`config.mk`:
```
export PLATFORM = sky130hd
export DESIGN_NAME = bootSequencer
export DESIGN_NICKNAME = d
export VERILOG_FILES = /design/src/hw/isaPkg.sv /design/src/hw/busPkg.sv /design/src/hw/bootSequencer.sv
export VERILOG_INCLUDE_DIRS = /design/src /design/src/hw
export SDC_FILE = /design/constraint.sdc
export NUM_CORES = 1
export LEC_CHECK = 0
export ABC_AREA = 1
export BUFFER_PORTS_ARGS = -buffer_cell sky130_fd_sc_hd__buf_2
export CAP_MARGIN = 15
export CORE_AREA = 2 2 81 83
export DETAILED_ROUTE_END_ITERATION = 8
export DIE_AREA = 0 0 83 85
export PLACE_DENSITY = 0.69
export SLEW_MARGIN = 10
export SYNTH_ARGS = -nofsm -noshare
export SYNTH_HDL_FRONTEND = slang
export SYNTH_SLANG_ARGS = --single-unit
```
`constraint.sdc`:
```
create_clock -name Clock -period 1.25 [get_ports Clock]
set_clock_uncertainty 0.1 [all_clocks]
set_input_delay 0.125 -clock Clock [delete_from_list [all_inputs] [get_ports Clock]]
set_output_delay 0.125 -clock Clock [all_outputs]
set_load 0.01 [all_outputs]
```
`src/hw/system_consts.svh`:
```
`ifndef SYSTEM_CONSTS_SVH
`define SYSTEM_CONSTS_SVH

////////////////////
// Datapath

`define WORD_BITS 32

////////////////////
// Memories

`define IMEM_DEPTH 256
`define DMEM_DEPTH 256

////////////////////
// Address map and start-up

`define IO_SELECT_BIT 31 // Set in a data address means I/O space.
`define BOOT_HOLD_CYCLES 10 // Idle cycles between the end of loading and the first fetch.

`endif

```
`src/hw/isaPkg.sv`:
```
`default_nettype none

package isaPkg;

    typedef enum logic [3:0] {
        opLoadi = 4'h0, // rd = imm, zero-extended.
        opLui   = 4'h1, // rd = imm in the upper half.
        opAdd   = 4'h2, // rd = ra + rb.
        opSub   = 4'h3, // rd = ra - rb.
        opLoad  = 4'h4, // rd = mem[ra + imm].
        opStore = 4'h5, // mem[ra + imm] = rb.
        opBeqz  = 4'h6, // pc = imm when ra is zero.
        opHalt  = 4'h7
    } opcodeT;

    typedef logic [1:0] regIdxT;

    // One 32-bit instruction word, opcode in the top nibble.
    typedef struct packed {
        opcodeT      opcode;
        regIdxT      rd;
        regIdxT      ra;
        regIdxT      rb;
        logic [5:0]  spare;
        logic [15:0] imm;
    } instrT;

endpackage

`default_nettype wire

```
`src/hw/busPkg.sv`:
```
`default_nettype none
`include "system_consts.svh"

package busPkg;

    import isaPkg::*;

    typedef logic [`WORD_BITS-1:0] wordT;

    typedef logic [7:0] ledT;

    typedef struct packed {
        logic rdStb;
        logic wrStb;
        wordT addr;
        wordT wrData;
    } memReqT;

    typedef struct packed {
        logic done; // One cycle after the request strobe.
        wordT rdData;
    } memRspT;

    typedef struct packed {
        logic                           wrStb;
        logic [$clog2(`IMEM_DEPTH)-1:0] addr;
        instrT                          data;
    } loadPortT;

endpackage

`default_nettype wire

```
`src/hw/bootSequencer.sv`:
```
`timescale 1ns/100ps
`default_nettype none
`include "system_consts.svh"

module bootSequencer import isaPkg::*, busPkg::*; (
    input  wire logic     Clock,
    input  wire logic     rstN,
    input  wire loadPortT loadPort,
    input  wire logic     loadDone,
    input  wire memReqT   coreFetchReq,
    output memReqT        imemReq,
    output instrT         imemWrite,
    output logic          run
);

    localparam int HoldBits = $clog2(`BOOT_HOLD_CYCLES + 1);

    logic                loadClosed;
    logic [HoldBits-1:0] holdCount;

    // Run is seen one cycle before the core issues its first fetch.
    always_ff @(posedge Clock or negedge rstN) begin
        if (!rstN) begin
            loadClosed <= 1'b0;
            holdCount  <= '0;
            run        <= 1'b0;
        end else if (loadDone && !loadClosed) begin
            loadClosed <= 1'b1;
            holdCount  <= HoldBits'(`BOOT_HOLD_CYCLES - 1);
        end else if (holdCount != '0) begin
            holdCount <= holdCount - 1'b1;
            if (holdCount == HoldBits'(1)) begin
                run <= 1'b1;
            end
        end
    end

    always_comb begin
        if (run) begin
            imemReq = coreFetchReq;
        end else begin
            imemReq.rdStb  = 1'b0;
            imemReq.wrStb  = loadPort.wrStb & ~loadClosed; // Port closes at loadDone.
            imemReq.addr   = `WORD_BITS'(loadPort.addr);
            imemReq.wrData = wordT'(loadPort.data);
        end
    end

    assign imemWrite = loadPort.data;

endmodule

`default_nettype wire

```
==> metrics, run 1 <==
final WL ~5300 um; crit-path max FO 8; CP required 1.02 ns; Max stage delay on crit path roughly 0.43 ns; Port-buffer cells 208; Tcrit/Tclk final 114%; share of layout cells above drive strength 1 57.5%; drt drc 0; sequential element share of the synthesized area 11.9%; run status complete, but fails checks; total power around 0.0016 W; Yosys warning total 0; # nets final 547; antenna violations before repair 1; Netlist cell types 11; Clock Latency Late Sink 0.23 ns; kind of cell adding the most delay to the critical path buffers and inverters; P_leak around 1.7 nW; fill count 642; commonest non-fill, non-tap cell in the layout buf_2; die area 7060 um^2; GRT Total Usage 13.2%; Arrival @ worst endpoint approximately 1.2 ns; root buf cell clkbuf_8; Fin Setup TNS -8.77 ns; core box area 6200 um^2; width of the die 83 um; max-cap viol count 0; Setup CP Type reg2out; grt total ovfl 0; most frequent cells in the layout buf_2, nand2_1, inv_1, nand2_2; Die Y between 80 and 90 um; FF+latch count, synth 6; CTS tree yes; endpoints failing setup 66; DRT Pass-1 Iters 4; Mapped Area about 1300 um^2; initial core utilization between 20 and 25%; failing checks negative setup slack; Worst slew margin 87.4%; vias in the first global route about 1,700; largest net degree at the start of global routing 35; worst-margin pin slew 0.189 ns; Vias approximately 2,000; worst reg2reg path startpoint holdCount[1]; row cnt 29; Synth Instances approximately 250; Routed Antenna Nets 0; Sink Count 6; Fin. Hold Viols 0; Power Dens Cells 664 nW/um^2; Worst VDD drop 0.000659 V; detailed-route wire length per cell just over 10 um; final worst slack -0.177 ns; Vias/cell 3.92; DP Worst Slack 0.0150 ns; H-tree depth 1; Worst Setup End Kind output pin; Max Root-Sink Buffers 2; CP bufs+invs 3; clk slew on worst S/H paths 0.04 ns; first-pass GRT wire length 7890 um; crit path launch type flop; area of placed instances 2160 um^2; critical path's slowest cell dfrtp_2; CTS Buf Count 3; Area Overhead vs Synth 90.7%; First DRT Iteration DRCs 34; routability congestion estimate 0.774; RSZ-0062 raised after global routing yes; fin area 2400 um^2; hold slack between 0.1 and 0.15 ns; min Tclk post-route 1.43 ns; CP Launch Point run; crit-path cells clkinv_4, clkbuf_16, nand2_2, nand2_1, buf_2; Slew Limit Fails 0; min-delay worst type in2async; Post-Syn Area per Cell roughly 5.0 um^2; DP HPWL 4090 um; Max Clk Rate 0.701 GHz; I/O Pins 209; syn_nets 366
[per-layer routing]
metal / part of all wire (%) / GRT usage (%) / vias to the layer above
li1: - / - / 1058
met1: 37 / 15.5 / 849
met2: 54 / 24.9 / 94
met3: 8.3 / 2.63 / 4
met4: 0.72 / 2.83 / 0
met5: 0 / 0 / -
[worst paths after layout]
| path | endpoint | slack (ns) | depth (start not counted) |
|---|---|---|---|
| worst min register to register | loadClosed | 0.45 | 2 |
| worst max-delay path | imemReq[3] | -0.18 | 5 |
| worst max register to register | holdCount[0] | 0.09 | 6 |
| max in group asynchronous | run | 0.75 | 2 |
| min in group Clock | imemWrite[30] | 0.35 | 2 |
| worst min-delay path | holdCount[1] | 0.14 | 2 |
[cell families after synthesis]
logic type      synth area share [%]
xor+xnor                       0.695
flops                           11.9
compound gates                  1.19
simple gates                    49.3
fa+ha+maj                       2.98
buf+inv                         33.9
[timing repair]
| action | in CTS | in global routing |
|---|---|---|
| endpoints found under the setup margin | 66 | 71 |
| hold buffers | 2 | 0 |
| setup buffers | 1 | 1 |
| resized for setup | 4 | 41 |
| endpoints found under the hold margin | 7 | 0 |
| gates cloned | 1 | 1 |
| pin swaps | 0 | 3 |
[stage by stage]
stage	utilization, %	cells
4_1_cts	36.3	508
3_3_place_gp	34.8	501
6_report	38.8	511
3_5_place_dp	34.8	501
2_1_floorplan	-	253
5_1_grt	38.7	510
[flip-flops by register name (all words and copies together), names as in the netlist]
register,count
holdCount,4
loadClosed,1
run,1
[power by group]
part	internal, W	leakage [nW]	switching (W)
sequential	0.000266	0.0654	0.0000527
clock	0.000220	0.0228	0.0000945
combinational	0.000489	1.59	0.000473
[cell type report]
type	instances	area, um^2	area share [%]
diodes	1	2.50	0.104
clock buffers	4	45.0	1.87
inverters	32	125	5.20
multi-input cells	172	757	31.5
flip-flops and latches	6	151	6.30
well taps	77	96.3	4.01
repair buffers	219	1230	51.0
[synthesized netlist by cell type]
library cell | n | area [um^2]
buf_2 | 6 | 30.0
buf_4 | 37 | 278
dfrtp_1 | 6 | 150
ha_1 | 3 | 37.5
inv_1 | 31 | 116
inv_2 | 1 | 3.75
nand2_1 | 158 | 593
nand3_1 | 2 | 10.0
nor2_1 | 5 | 18.8
o21ai_0 | 3 | 15.0
xnor2_1 | 1 | 8.76
(Power assumes the default switching activity.)
==> inputs of run 2 (changes only) <==
--- a/config.mk
+++ b/config.mk
@@ -11,6 +11,6 @@
 export CAP_MARGIN = 15
-export CORE_AREA = 2 2 81 83
+export CORE_AREA = 2 2 82 84
 export DETAILED_ROUTE_END_ITERATION = 8
-export DIE_AREA = 0 0 83 85
-export PLACE_DENSITY = 0.69
+export DIE_AREA = 0 0 84 86
+export PLACE_DENSITY = 0.68
 export SLEW_MARGIN = 10
==> constraint.sdc (replaced) <==
create_clock -name Clock -period 1.65 [get_ports Clock]
set_clock_uncertainty 0.1 [all_clocks]
set_input_delay 0.165 -clock Clock [delete_from_list [all_inputs] [get_ports Clock]]
set_output_delay 0.165 -clock Clock [all_outputs]
set_load 0.005 [all_outputs]
==> run 2 against run 1 <==
The run now ends clean; via count decreased by 0.90%; total power fell by 34%; clock power shrank 24%; final cell count shrank 1.6%; hold slack lost 0.11 ns; first-iteration DRC count decreased by 12%; combinational power is 41% lower; design area decreased by 9.3%; routed wire length shrank 4.9%; global-route usage shrank 0.66 points; highest routed layer unchanged.
==> metrics, run 2 (same netlist as run 1, synthesis figures left out) <==
# nets final 540; antenna violations before repair 0; first-pass GRT wire length 7680 um; RSZ-0062 raised after global routing no; reg2reg path depth 5; crit-path max FO 35; Area Overhead vs Synth 73.0%; CP required 1.38 ns; CTS tree yes; WHS Path Cells 3; First DRT Iteration DRCs 30; Power Dens Cells 480 nW/um^2; vias in the first global route 1,706; DP HPWL 4270 um; hold slack 0.0334 ns; row cnt 29; Worst VDD drop about 0.00034 V; register area 151 um^2; Multi-input gate area just under 700 um^2; Post-CTS Setup Inserts 0; Setup CP Type reg2out; crit path launch type flop; total power 0.00105 W; Placed Cells 498; drt drc 0; commonest non-fill, non-tap cell in the layout buf_2; Die Y between 80 and 90 um; root buf cell clkbuf_8; Clock Latency Late Sink approximately 0.23 ns; Max Root-Sink Buffers 2; Arrival @ worst endpoint 1.25 ns; width of the die 84 um; non-filler cells, final 503; CTS Buf Count 3; Port-buffer cells between 200 and 250; largest registers holdCount (4), loadClosed (1), run (1); Worst Setup End Kind output pin; endpoints failing setup 0; largest net degree at the start of global routing 38; P_leak 1.61 nW; DRT Pass-1 Iters 4; worst-margin pin slew 0.337 ns; Tcrit/Tclk final 91.8%; Worst slew margin 77.5%; die area a little over 7000 um^2; routability congestion estimate 0.783; share of layout cells above drive strength 1 50.7%; detailed-route wire length per cell 9.95 um; grt total ovfl 0; GRT Total Usage 12.6%; min-delay worst type in2reg; Sink Count 6; max-cap viol count 0; most frequent cells in the layout buf_2, nand2_1, inv_1, nor2_1, dfrtp_1; clk slew on worst S/H paths 0.04 ns; Routed Antenna Nets 0; Fin. Hold Viols 0; final WL approximately 5000 um; core box area around 6300 um^2; H-tree depth 1; I/O Pins 209; run status finished, final reports clean; Ant. Diodes 0; min Tclk post-route 1.51 ns; Most flops, register holdCount; Max Clk Rate 0.660 GHz; fill count 705; Slew Limit Fails 0; Vias/cell 3.95; Fin Setup TNS 0 ns; max reg flops 4; initial core utilization roughly 20%; Vias 1,987
==> run 2: cell count changes in the layout (fill, tap and decap cells not counted), sizes merged <==
cell / change
buf: -5
clkbuf: -1
clkinv: -1
diode: -1
dlygate4sd3: -1
inv: +1
==> run 2: timing repair <==
item                      in CTS  in global routing
hold buffers                   1                  0
hold endpoints to repair       6                  0
gates resized for setup        0                  0
==> run 2: worst paths after layout <==
check                          endpoint         start  slack, ns
hold / removal               loadClosed      loadDone       0.03
setup / recovery            imemReq[64]           run       0.14
max in group asynchronous           run          rstN       1.09
setup reg to reg                    run  holdCount[0]       0.36
min in group asynchronous  holdCount[3]          rstN       0.20
hold reg to reg              loadClosed    loadClosed       0.38
==> run 2: through the flow <==
step                      setup slack [ns]  utilization, %  area (um^2)
after floorplan                      0.517               -         1260
after global placement               0.291            33.9         2130
after detailed placement             0.356            33.9         2130
after CTS                            0.113            34.8         2180
after global routing                0.0301            34.8         2180
final                                0.135            34.8         2180
==> run 2: layout make-up <==
class	instances	share of cell area, %
repair buffers	212	49.8
inverters	32	5.50
well taps	77	4.42
clock buffers	4	2.06
flip-flops and latches	6	6.94
multi-input cells	172	31.3
==> run 2: metal layers <==
| layer | routed length [um] | vias to the layer above | GRT usage, % |
|---|---|---|---|
| li1 | - | 1040 | - |
| met1 | 1990 | 847 | 15.2 |
| met2 | 2590 | 97 | 23.5 |
| met3 | 412 | 3 | 2.60 |
| met4 | 10 | 0 | 1.61 |
| met5 | 0 | - | 0 |
==> run 2: worst max-delay path: stages, from the launching register on <==
cell	delay [ns]
dfrtp_2	0.41
inv_2	0.14
buf_12	0.21
nand3_1	0.09
nand2_1	0.06
buf_2	0.10
==> run 2: power by group <==
group	leakage (nW)	internal, W	switching [W]
registers	0.0654	0.000202	0.0000428
clock network	0.0228	0.000167	0.0000722
logic	1.52	0.000291	0.000272
