$ cat src/hw/system_consts.svh
`ifndef SYSTEM_CONSTS_SVH
`define SYSTEM_CONSTS_SVH

////////////////////
// Datapath

`define WORD_BITS 32

////////////////////
// Memories

`define IMEM_DEPTH 256
`define DMEM_DEPTH 256

////////////////////
// Address map and start-up

`define IO_SELECT_BIT 31 // Set in a data address means I/O space.
`define BOOT_HOLD_CYCLES 10 // Idle cycles between the end of loading and the first fetch.

`endif

$ cat src/hw/isaPkg.sv
`default_nettype none

package isaPkg;

    typedef enum logic [3:0] {
        opLoadi = 4'h0, // rd = imm, zero-extended.
        opLui   = 4'h1, // rd = imm in the upper half.
        opAdd   = 4'h2, // rd = ra + rb.
        opSub   = 4'h3, // rd = ra - rb.
        opLoad  = 4'h4, // rd = mem[ra + imm].
        opStore = 4'h5, // mem[ra + imm] = rb.
        opBeqz  = 4'h6, // pc = imm when ra is zero.
        opHalt  = 4'h7
    } opcodeT;

    typedef logic [1:0] regIdxT;

    // One 32-bit instruction word, opcode in the top nibble.
    typedef struct packed {
        opcodeT      opcode;
        regIdxT      rd;
        regIdxT      ra;
        regIdxT      rb;
        logic [5:0]  spare;
        logic [15:0] imm;
    } instrT;

endpackage

`default_nettype wire

$ cat src/hw/busPkg.sv
`default_nettype none
`include "system_consts.svh"

package busPkg;

    import isaPkg::*;

    typedef logic [`WORD_BITS-1:0] wordT;

    typedef logic [7:0] ledT;

    typedef struct packed {
        logic rdStb;
        logic wrStb;
        wordT addr;
        wordT wrData;
    } memReqT;

    typedef struct packed {
        logic done; // One cycle after the request strobe.
        wordT rdData;
    } memRspT;

    typedef struct packed {
        logic                           wrStb;
        logic [$clog2(`IMEM_DEPTH)-1:0] addr;
        instrT                          data;
    } loadPortT;

endpackage

`default_nettype wire

$ cat src/hw/ioBridge.sv
`timescale 1ns/100ps
`default_nettype none
`include "system_consts.svh"

module ioBridge import busPkg::*; (
    input  wire logic   Clock,
    input  wire logic   rstN,
    input  wire memReqT coreReq,
    input  wire memRspT ramRsp,
    output memReqT      ramReq,
    output memRspT      coreRsp,
    output ledT         led
);

    logic ioSel;
    logic ioSelQ;
    logic ioDone;
    wordT ioRdData;

    assign ioSel = coreReq.addr[`IO_SELECT_BIT];

    always_comb begin
        ramReq       = coreReq;
        ramReq.rdStb = coreReq.rdStb & ~ioSel; // RAM sees only its own half.
        ramReq.wrStb = coreReq.wrStb & ~ioSel;
    end

    always_ff @(posedge Clock or negedge rstN) begin
        if (!rstN) begin
            led    <= '0;
            ioSelQ <= 1'b0;
            ioDone <= 1'b0;
        end else begin
            ioDone <= ioSel & (coreReq.rdStb | coreReq.wrStb);
            if (coreReq.rdStb | coreReq.wrStb) begin
                ioSelQ <= ioSel; // Picks the responder in the done cycle.
            end
            if (ioSel & coreReq.wrStb) begin
                led <= coreReq.wrData[$bits(ledT)-1:0];
            end
        end
    end

    always_ff @(posedge Clock) begin
        if (ioSel & coreReq.rdStb) begin
            ioRdData <= `WORD_BITS'(led);
        end
    end

    always_comb begin
        coreRsp.done   = ioSelQ ? ioDone : ramRsp.done;
        coreRsp.rdData = ioSelQ ? ioRdData : ramRsp.rdData;
    end

endmodule

`default_nettype wire

$ cat config.mk
export PLATFORM = sky130hd
export DESIGN_NAME = ioBridge
export DESIGN_NICKNAME = d
export VERILOG_FILES = /design/src/hw/isaPkg.sv /design/src/hw/busPkg.sv /design/src/hw/ioBridge.sv
export VERILOG_INCLUDE_DIRS = /design/src /design/src/hw
export SDC_FILE = /design/constraint.sdc
export NUM_CORES = 1
export LEC_CHECK = 0
export BUFFER_PORTS_ARGS = -buffer_cell sky130_fd_sc_hd__clkbuf_2
export CORE_AREA = 2 2 81 83
export CTS_CLUSTER_SIZE = 28
export DETAILED_ROUTE_END_ITERATION = 12
export DIE_AREA = 0 0 83 85
export PLACE_DENSITY_LB_ADDON = 0.12
export SLEW_MARGIN = 20
export SYNTH_ARGS = -nofsm -noshare
export SYNTH_HDL_FRONTEND = slang
export SYNTH_SLANG_ARGS = --single-unit
$ cat constraint.sdc
create_clock -name Clock -period 1.11 [get_ports Clock]
set_input_delay 0.0555 -clock Clock [delete_from_list [all_inputs] [get_ports Clock]]
set_output_delay 0.0555 -clock Clock [all_outputs]
set_load 0.05 [all_outputs]
==> results of run 1 <==
## power breakdown
part,switching [mW],internal [mW]
clock network,0.207,0.315
logic,0.840,0.590
registers,0.0499,0.778
## sequential cells by signal (all words and copies together) (netlist names)
name,cells
ioRdData,8
ioDone,1
ioSelQ,1
led,8
## repair_timing
item | in CTS | in global routing
gates resized for setup | 61 | 32
hold buffers | 1 | 0
hold endpoints to repair | 10 | 0
buffers inserted | 0 | 0
endpoints found under the setup margin | 33 | 33
## kinds of logic after synthesis
kind of cell	count (synthesis)	share of synthesized area (%)
flops	18	34.6
mux	17	14.8
simple gates	29	13.4
compound gates	2	1.06
buf+inv	68	36.2
## stage by stage
stage          setup WS [ns]  utilization [%]  area [um2]  setup TNS, ns
2_1_floorplan        -0.0754                -        1500          -1.39
3_3_place_gp          -0.103             28.6        1780         -0.593
3_5_place_dp          -0.111             28.6        1780         -0.713
4_1_cts               -0.300             34.1        2110          -6.96
5_1_grt               -0.325             35.2        2180          -7.40
6_report              -0.287             35.2        2180          -6.33
## area by class of cell
| cell class | instances | area [um2] | area share [%] |
|---|---|---|---|
| timing repair buffer | 102 | 945 | 43.2 |
| multi-input combinational | 48 | 597 | 27.3 |
| sequential | 18 | 492 | 22.5 |
| tap | 77 | 96.3 | 4.41 |
| clock buffer | 4 | 55.1 | 2.52 |
## cells in the mapped netlist
cell	count	area share, %
buf_4	64	34
nor2b_1	24	11
mux2_2	12	9.5
dfrtp_1	10	18
edfxtp_1	8	17
mux2_4	5	5.3
and2b_2	2	1.2
buf_2	2	0.71
buf_6	2	1.6
a21o_1	1	0.53
and2_2	1	0.53
nand2_4	1	0.79
nor2_1	1	0.26
o21a_1	1	0.53
## per-layer routing
metal / part of all wire, % / vias to the layer above / GRT usage, % / routed length, um
met5: 0.70 / - / 3.50 / 31
met1: 28 / 434 / 10.3 / 1220
met4: 2.6 / 2 / 5.66 / 115
met3: 17 / 16 / 9.44 / 770
li1: - / 439 / - / -
met2: 52 / 98 / 18.4 / 2280
## path summary, 6_finish.rpt
| check | from | end | slack [ns] | cells past startpoint |
|---|---|---|---|---|
| setup / recovery | ioSelQ | coreRsp[32] | -0.29 | 3 |
| hold / removal | coreReq[4] | led[4] | 0.05 | 2 |
| setup reg to reg | ioSelQ | ioSelQ | 0.23 | 2 |
| hold reg to reg | led[5] | ioRdData[5] | 0.48 | 0 |
| max in group asynchronous | rstN | ioSelQ | 0.66 | 2 |
| min in group asynchronous | rstN | led[4] | 0.22 | 2 |
## worst max-delay path: cells and delay by family (launching register included)
family	cells	cell delay, ns
muxes	1	0.32
DFF	1	0.40
buffers and inverters	2	0.37
==> metrics.md, run 1 <==
| Metric | Value |
|---|---|
| Status | finished with violations |
| Failing checks | negative setup slack |
| Initial Utilization | 22.9% |
| TritonCTS clock tree | built |
| Routability cong. | 0.772 |
| First-pass GRT wire length | 6260 um |
| LEAKAGE | 1.09 nW |
| Post-Route WL | 4410 um |
| YS warnings | 0 |
| Final critical-path share of the clock period | 126% |
| Post-synth cell types | 14 |
| Die Y | 85 um |
| Slew @ Worst Pin | 0.282 ns |
| Fin Clk Skew | 0.000499 ns |
| I/O pin count | 208 |
| Slowest Stage Delay on Critical Path | 0.40 ns |
| Die W | 83 um |
| RSZ-0062 raised after global routing | true |
| Cell row count | 29 |
| Critical path cell sequence | buf_8 > mux2_4 > clkbuf_8 |
| P&R area growth vs syn | 54.0% |
| Sequential-to-total area share from yosys stat | 34.6% |
| Skew-Pair Late Insertion Delay | 0.25 ns |
| Fill count | 610 |
| Critical path's slowest cell | dfrtp_2 |
| GR Util All Layers | 11.5% |
| PnR worst setup slack | -0.287 ns |
| ANT cells | 0 |
| Core Region | 6200 um2 |
| GRT overflow | 0 |
| Arrival time at the worst endpoint | 1.34 ns |
| Kind of critical path | reg2out |
| Initial DRC count | 2 |
| Clock Tree Root | clkbuf_8 |
| Placed Cells | 244 |
| Post-synthesis area per instance | 10.6 um2 |
| Critical Path RT | 1.05 ns |
| Total power | 2.78 mW |
| Dpl hpwl | 3810 um |
| Vias per cell | 3.97 |
| Layout cells sized above 1 | 87.8% |
| Syn Std Cell Area | 1420 um2 |
| Worst-path clk slew | 0.07 ns |
| CP startpoint kind | register |
| Die footprint | 7060 um2 |
| Remaining antenna violation count | 0 |
| Worst rel slew slack | 81.3% |
| # DRC | 0 |
| # nets final | 274 |
| Critical Path Sink Type | output pin |
| Vias | 989 |
| Synth Instances | 134 |
| Final Slew Violations | 0 |
| Worst hold slack | 0.0505 ns |
| Worst Path Max Fanout | 11 |
| Most common cell after layout, fill and taps aside | clkbuf_2 |
| Peak VDD IR | 0.452 mV |
| Syn nets | 235 |
| I/O Buffers | 97 |
| PwrDens | 1270 nW/um2 |
| Hold Fails Final Rpt | 0 |
| Peak Freq | 716 MHz |
| Max-Cap Viols | 0 |
| Hold Crit Class | in2reg |
| Clk buf depth | 2 |
| Initial antenna violation count | 0 |
| Iteration count of the initial detailed-routing pass | 4 |
| Wire per inst | 17.7 um |
| Clk sinks | 18 |
| Yosys reg bits | 18 |
| Largest net degree at the start of global routing | 12 |
| Most frequent cells in the layout | clkbuf_2 (64), buf_8 (24), nor2b_4 (22) |
| H-Tree Depth | 1 |
| Final setup vio count | 33 |
| Final worst path period need | 1.40 ns |
| Post-route insts no fill | 249 |
| CTS Buf Count | 3 |
| Vias in the first global route | 1075 |
Note: power is estimated with default switching activity, not from simulation.
==> run 2, diff against run 1 <==
--- a/constraint.sdc
+++ b/constraint.sdc
@@ -3,2 +3,2 @@
 set_output_delay 0.0555 -clock Clock [all_outputs]
-set_load 0.05 [all_outputs]
+set_load 0.01 [all_outputs]
==> run 2 against run 1 <==
The flow still finishes with violations (negative setup slack); critical path depth did not move; highest routed layer unchanged; largest power group is now sequential cells; core utilization shrank 7.4 points; power fell by 31%.
==> metrics.md, run 2 (synthesis gave the netlist of run 1 again) <==
| Metric | Value |
|---|---|
| I/O Buffers | 97 |
| Largest net degree at the start of global routing | 20 |
| Worst slack, placed | 0.0418 ns |
| Hold Fails Final Rpt | 0 |
| Multi-input gate area | 488 um2 |
| Dpl hpwl | 4330 um |
| ANT cells | 0 |
| Hold Crit Class | in2reg |
| Worst hold path depth | 2 |
| CTS Buf Count | 3 |
| H-Tree Depth | 1 |
| Critical path's slowest cell | dfrtp_1 |
| TritonCTS clock tree | built |
| PwrDens | 1110 nW/um2 |
| Core Region | 6200 um2 |
| Hold Path Origin | coreReq[3] |
| GR Util All Layers | 12.3% |
| Final core utilization | 27.8% |
| Iteration count of the initial detailed-routing pass | 3 |
| # nets final | 274 |
| Arrival time at the worst endpoint | 1.23 ns |
| Final critical-path share of the clock period | 116% |
| Hold EP | led[3] |
| Met3 Wirelength | 953 um |
| Initial DRC count | 13 |
| Failing checks | negative setup slack |
| Die Y | 85 um |
| Slew @ Worst Pin | 0.279 ns |
| First-pass GRT wire length | 6650 um |
| Clk sinks | 18 |
| Met2 wire length | 2320 um |
| Most common cell after layout, fill and taps aside | clkbuf_2 |
| Vias per cell | 3.99 |
| Worst rel slew slack | 81.4% |
| Worst reg-to-reg path cell count | 2 |
| Remaining antenna violation count | 0 |
| Routed met1 length | 1290 um |
| Placed Cells | 243 |
| Die footprint | 7060 um2 |
| Peak Freq | 780 MHz |
| I/O pin count | 208 |
| Wire per inst | 19.0 um |
| Die W | 83 um |
| Total power | 1.92 mW |
| Fill count | 669 |
| Worst Path Max Fanout | 10 |
| PnR worst setup slack | -0.173 ns |
| Max-Cap Viols | 0 |
| Initial Utilization | 22.9% |
| LEAKAGE | 0.907 nW |
| P&R area growth vs syn | 21.8% |
| Final setup vio count | 33 |
| R2R Path End | ioSelQ |
| Kind of critical path | reg2out |
| Vias | 994 |
| Layout cells sized above 1 | 79.1% |
| Final worst path period need | 1.28 ns |
| Critical Path RT | 1.05 ns |
| Most frequent cells in the layout | clkbuf_2 (71), buf_2 (16), nor2b_1 (13) |
| # DRC | 0 |
| Critical Path Sink Type | output pin |
| Final Slew Violations | 0 |
| Slowest Stage Delay on Critical Path | 0.40 ns |
| Routability cong. | 0.697 |
| Initial antenna violation count | 0 |
| Cell row count | 29 |
| CP startpoint kind | register |
| Clk buf depth | 2 |
| Post-route insts no fill | 249 |
| Setup TNS Final | -4.45 ns |
| RSZ-0062 raised after global routing | true |
| Top Metal Used | met5 |
| Worst flop-to-flop path startpoint | ioSelQ |
| Worst-path clk slew | 0.07 ns |
| Peak VDD IR | 0.743 mV |
| Post-Route WL | 4730 um |
| Reg2reg setup slack | 0.29 ns |
| Vias in the first global route | 1078 |
| Clock Tree Root | clkbuf_8 |
| Status | finished with violations |
| Reg area | 490 um2 |
| Critical path cell sequence | buf_6 > mux2_4 > clkbuf_2 |
| Fin Clk Skew | 0.00149 ns |
| GRT overflow | 0 |
| Top Registers | ioRdData x8, led x8 |
| Skew-Pair Late Insertion Delay | 0.25 ns |
## run 2: changes by cell type in the layout (fill, tap and decap cells not counted), moves of 11 or more
cell	previous run	this run
buf_12	12	1
buf_2	0	16
buf_6	0	12
buf_8	24	0
nor2b_1	0	13
nor2b_4	22	6
## run 2: how the worst max path moves through the flow
stage	from	endpoint	slack, ns	depth (start not counted)
finish	ioSelQ	coreRsp[4]	-0.17	3
global route	ioSelQ	coreRsp[15]	-0.23	4
CTS	ioSelQ	coreRsp[2]	-0.19	3
detailed placement	ioSelQ	coreRsp[19]	0.04	4
global placement	ioSelQ	coreRsp[15]	0.07	4
floorplan	ioSelQ	coreRsp[3]	0.14	3
## run 2: final cells by class
| class | instances | area share [%] |
|---|---|---|
| clock buffer | 3 | 2.39 |
| clock inverter | 1 | 0.217 |
| multi-input combinational | 48 | 28.2 |
| sequential | 18 | 28.4 |
| tap | 77 | 5.58 |
| timing repair buffer | 102 | 35.2 |
## run 2: power breakdown
| part | internal [mW] | leakage (nW) | switching, mW | total [mW] |
|---|---|---|---|---|
| registers | 0.778 | 0.193 | 0.0446 | 0.822 |
| logic | 0.359 | 0.690 | 0.286 | 0.646 |
| clock network | 0.245 | 0.0231 | 0.209 | 0.455 |
| total | 1.38 | 0.907 | 0.540 | 1.92 |
## run 2: stage by stage
step | instance area [um2] | hold slack, ns
after floorplan | 1420 | -0.240
after global placement | 1510 | -0.0639
after detailed placement | 1510 | -0.0569
after CTS | 1630 | 0.0511
after global routing | 1730 | 0.0592
final | 1730 | 0.0520
## run 2: metal layers
metal  GRT usage, %  vias up
li1               -      438
met1           10.1      437
met2           20.6      101
met3           10.7       16
met4           3.58        2
met5           11.2        -
## run 2: worst max-delay path, delay by kind of cell (launching register included)
kind,cells,cell delay [ns]
buffers and inverters,2,0.29
flip-flops,1,0.40
multiplexers,1,0.29
## run 2: what timing repair did
action                                  CTS  global route
hold buffers                              1             0
gates resized for setup                  13            43
setup buffers                             0             1
endpoints found under the setup margin   33            33
hold endpoints to repair                 10             0
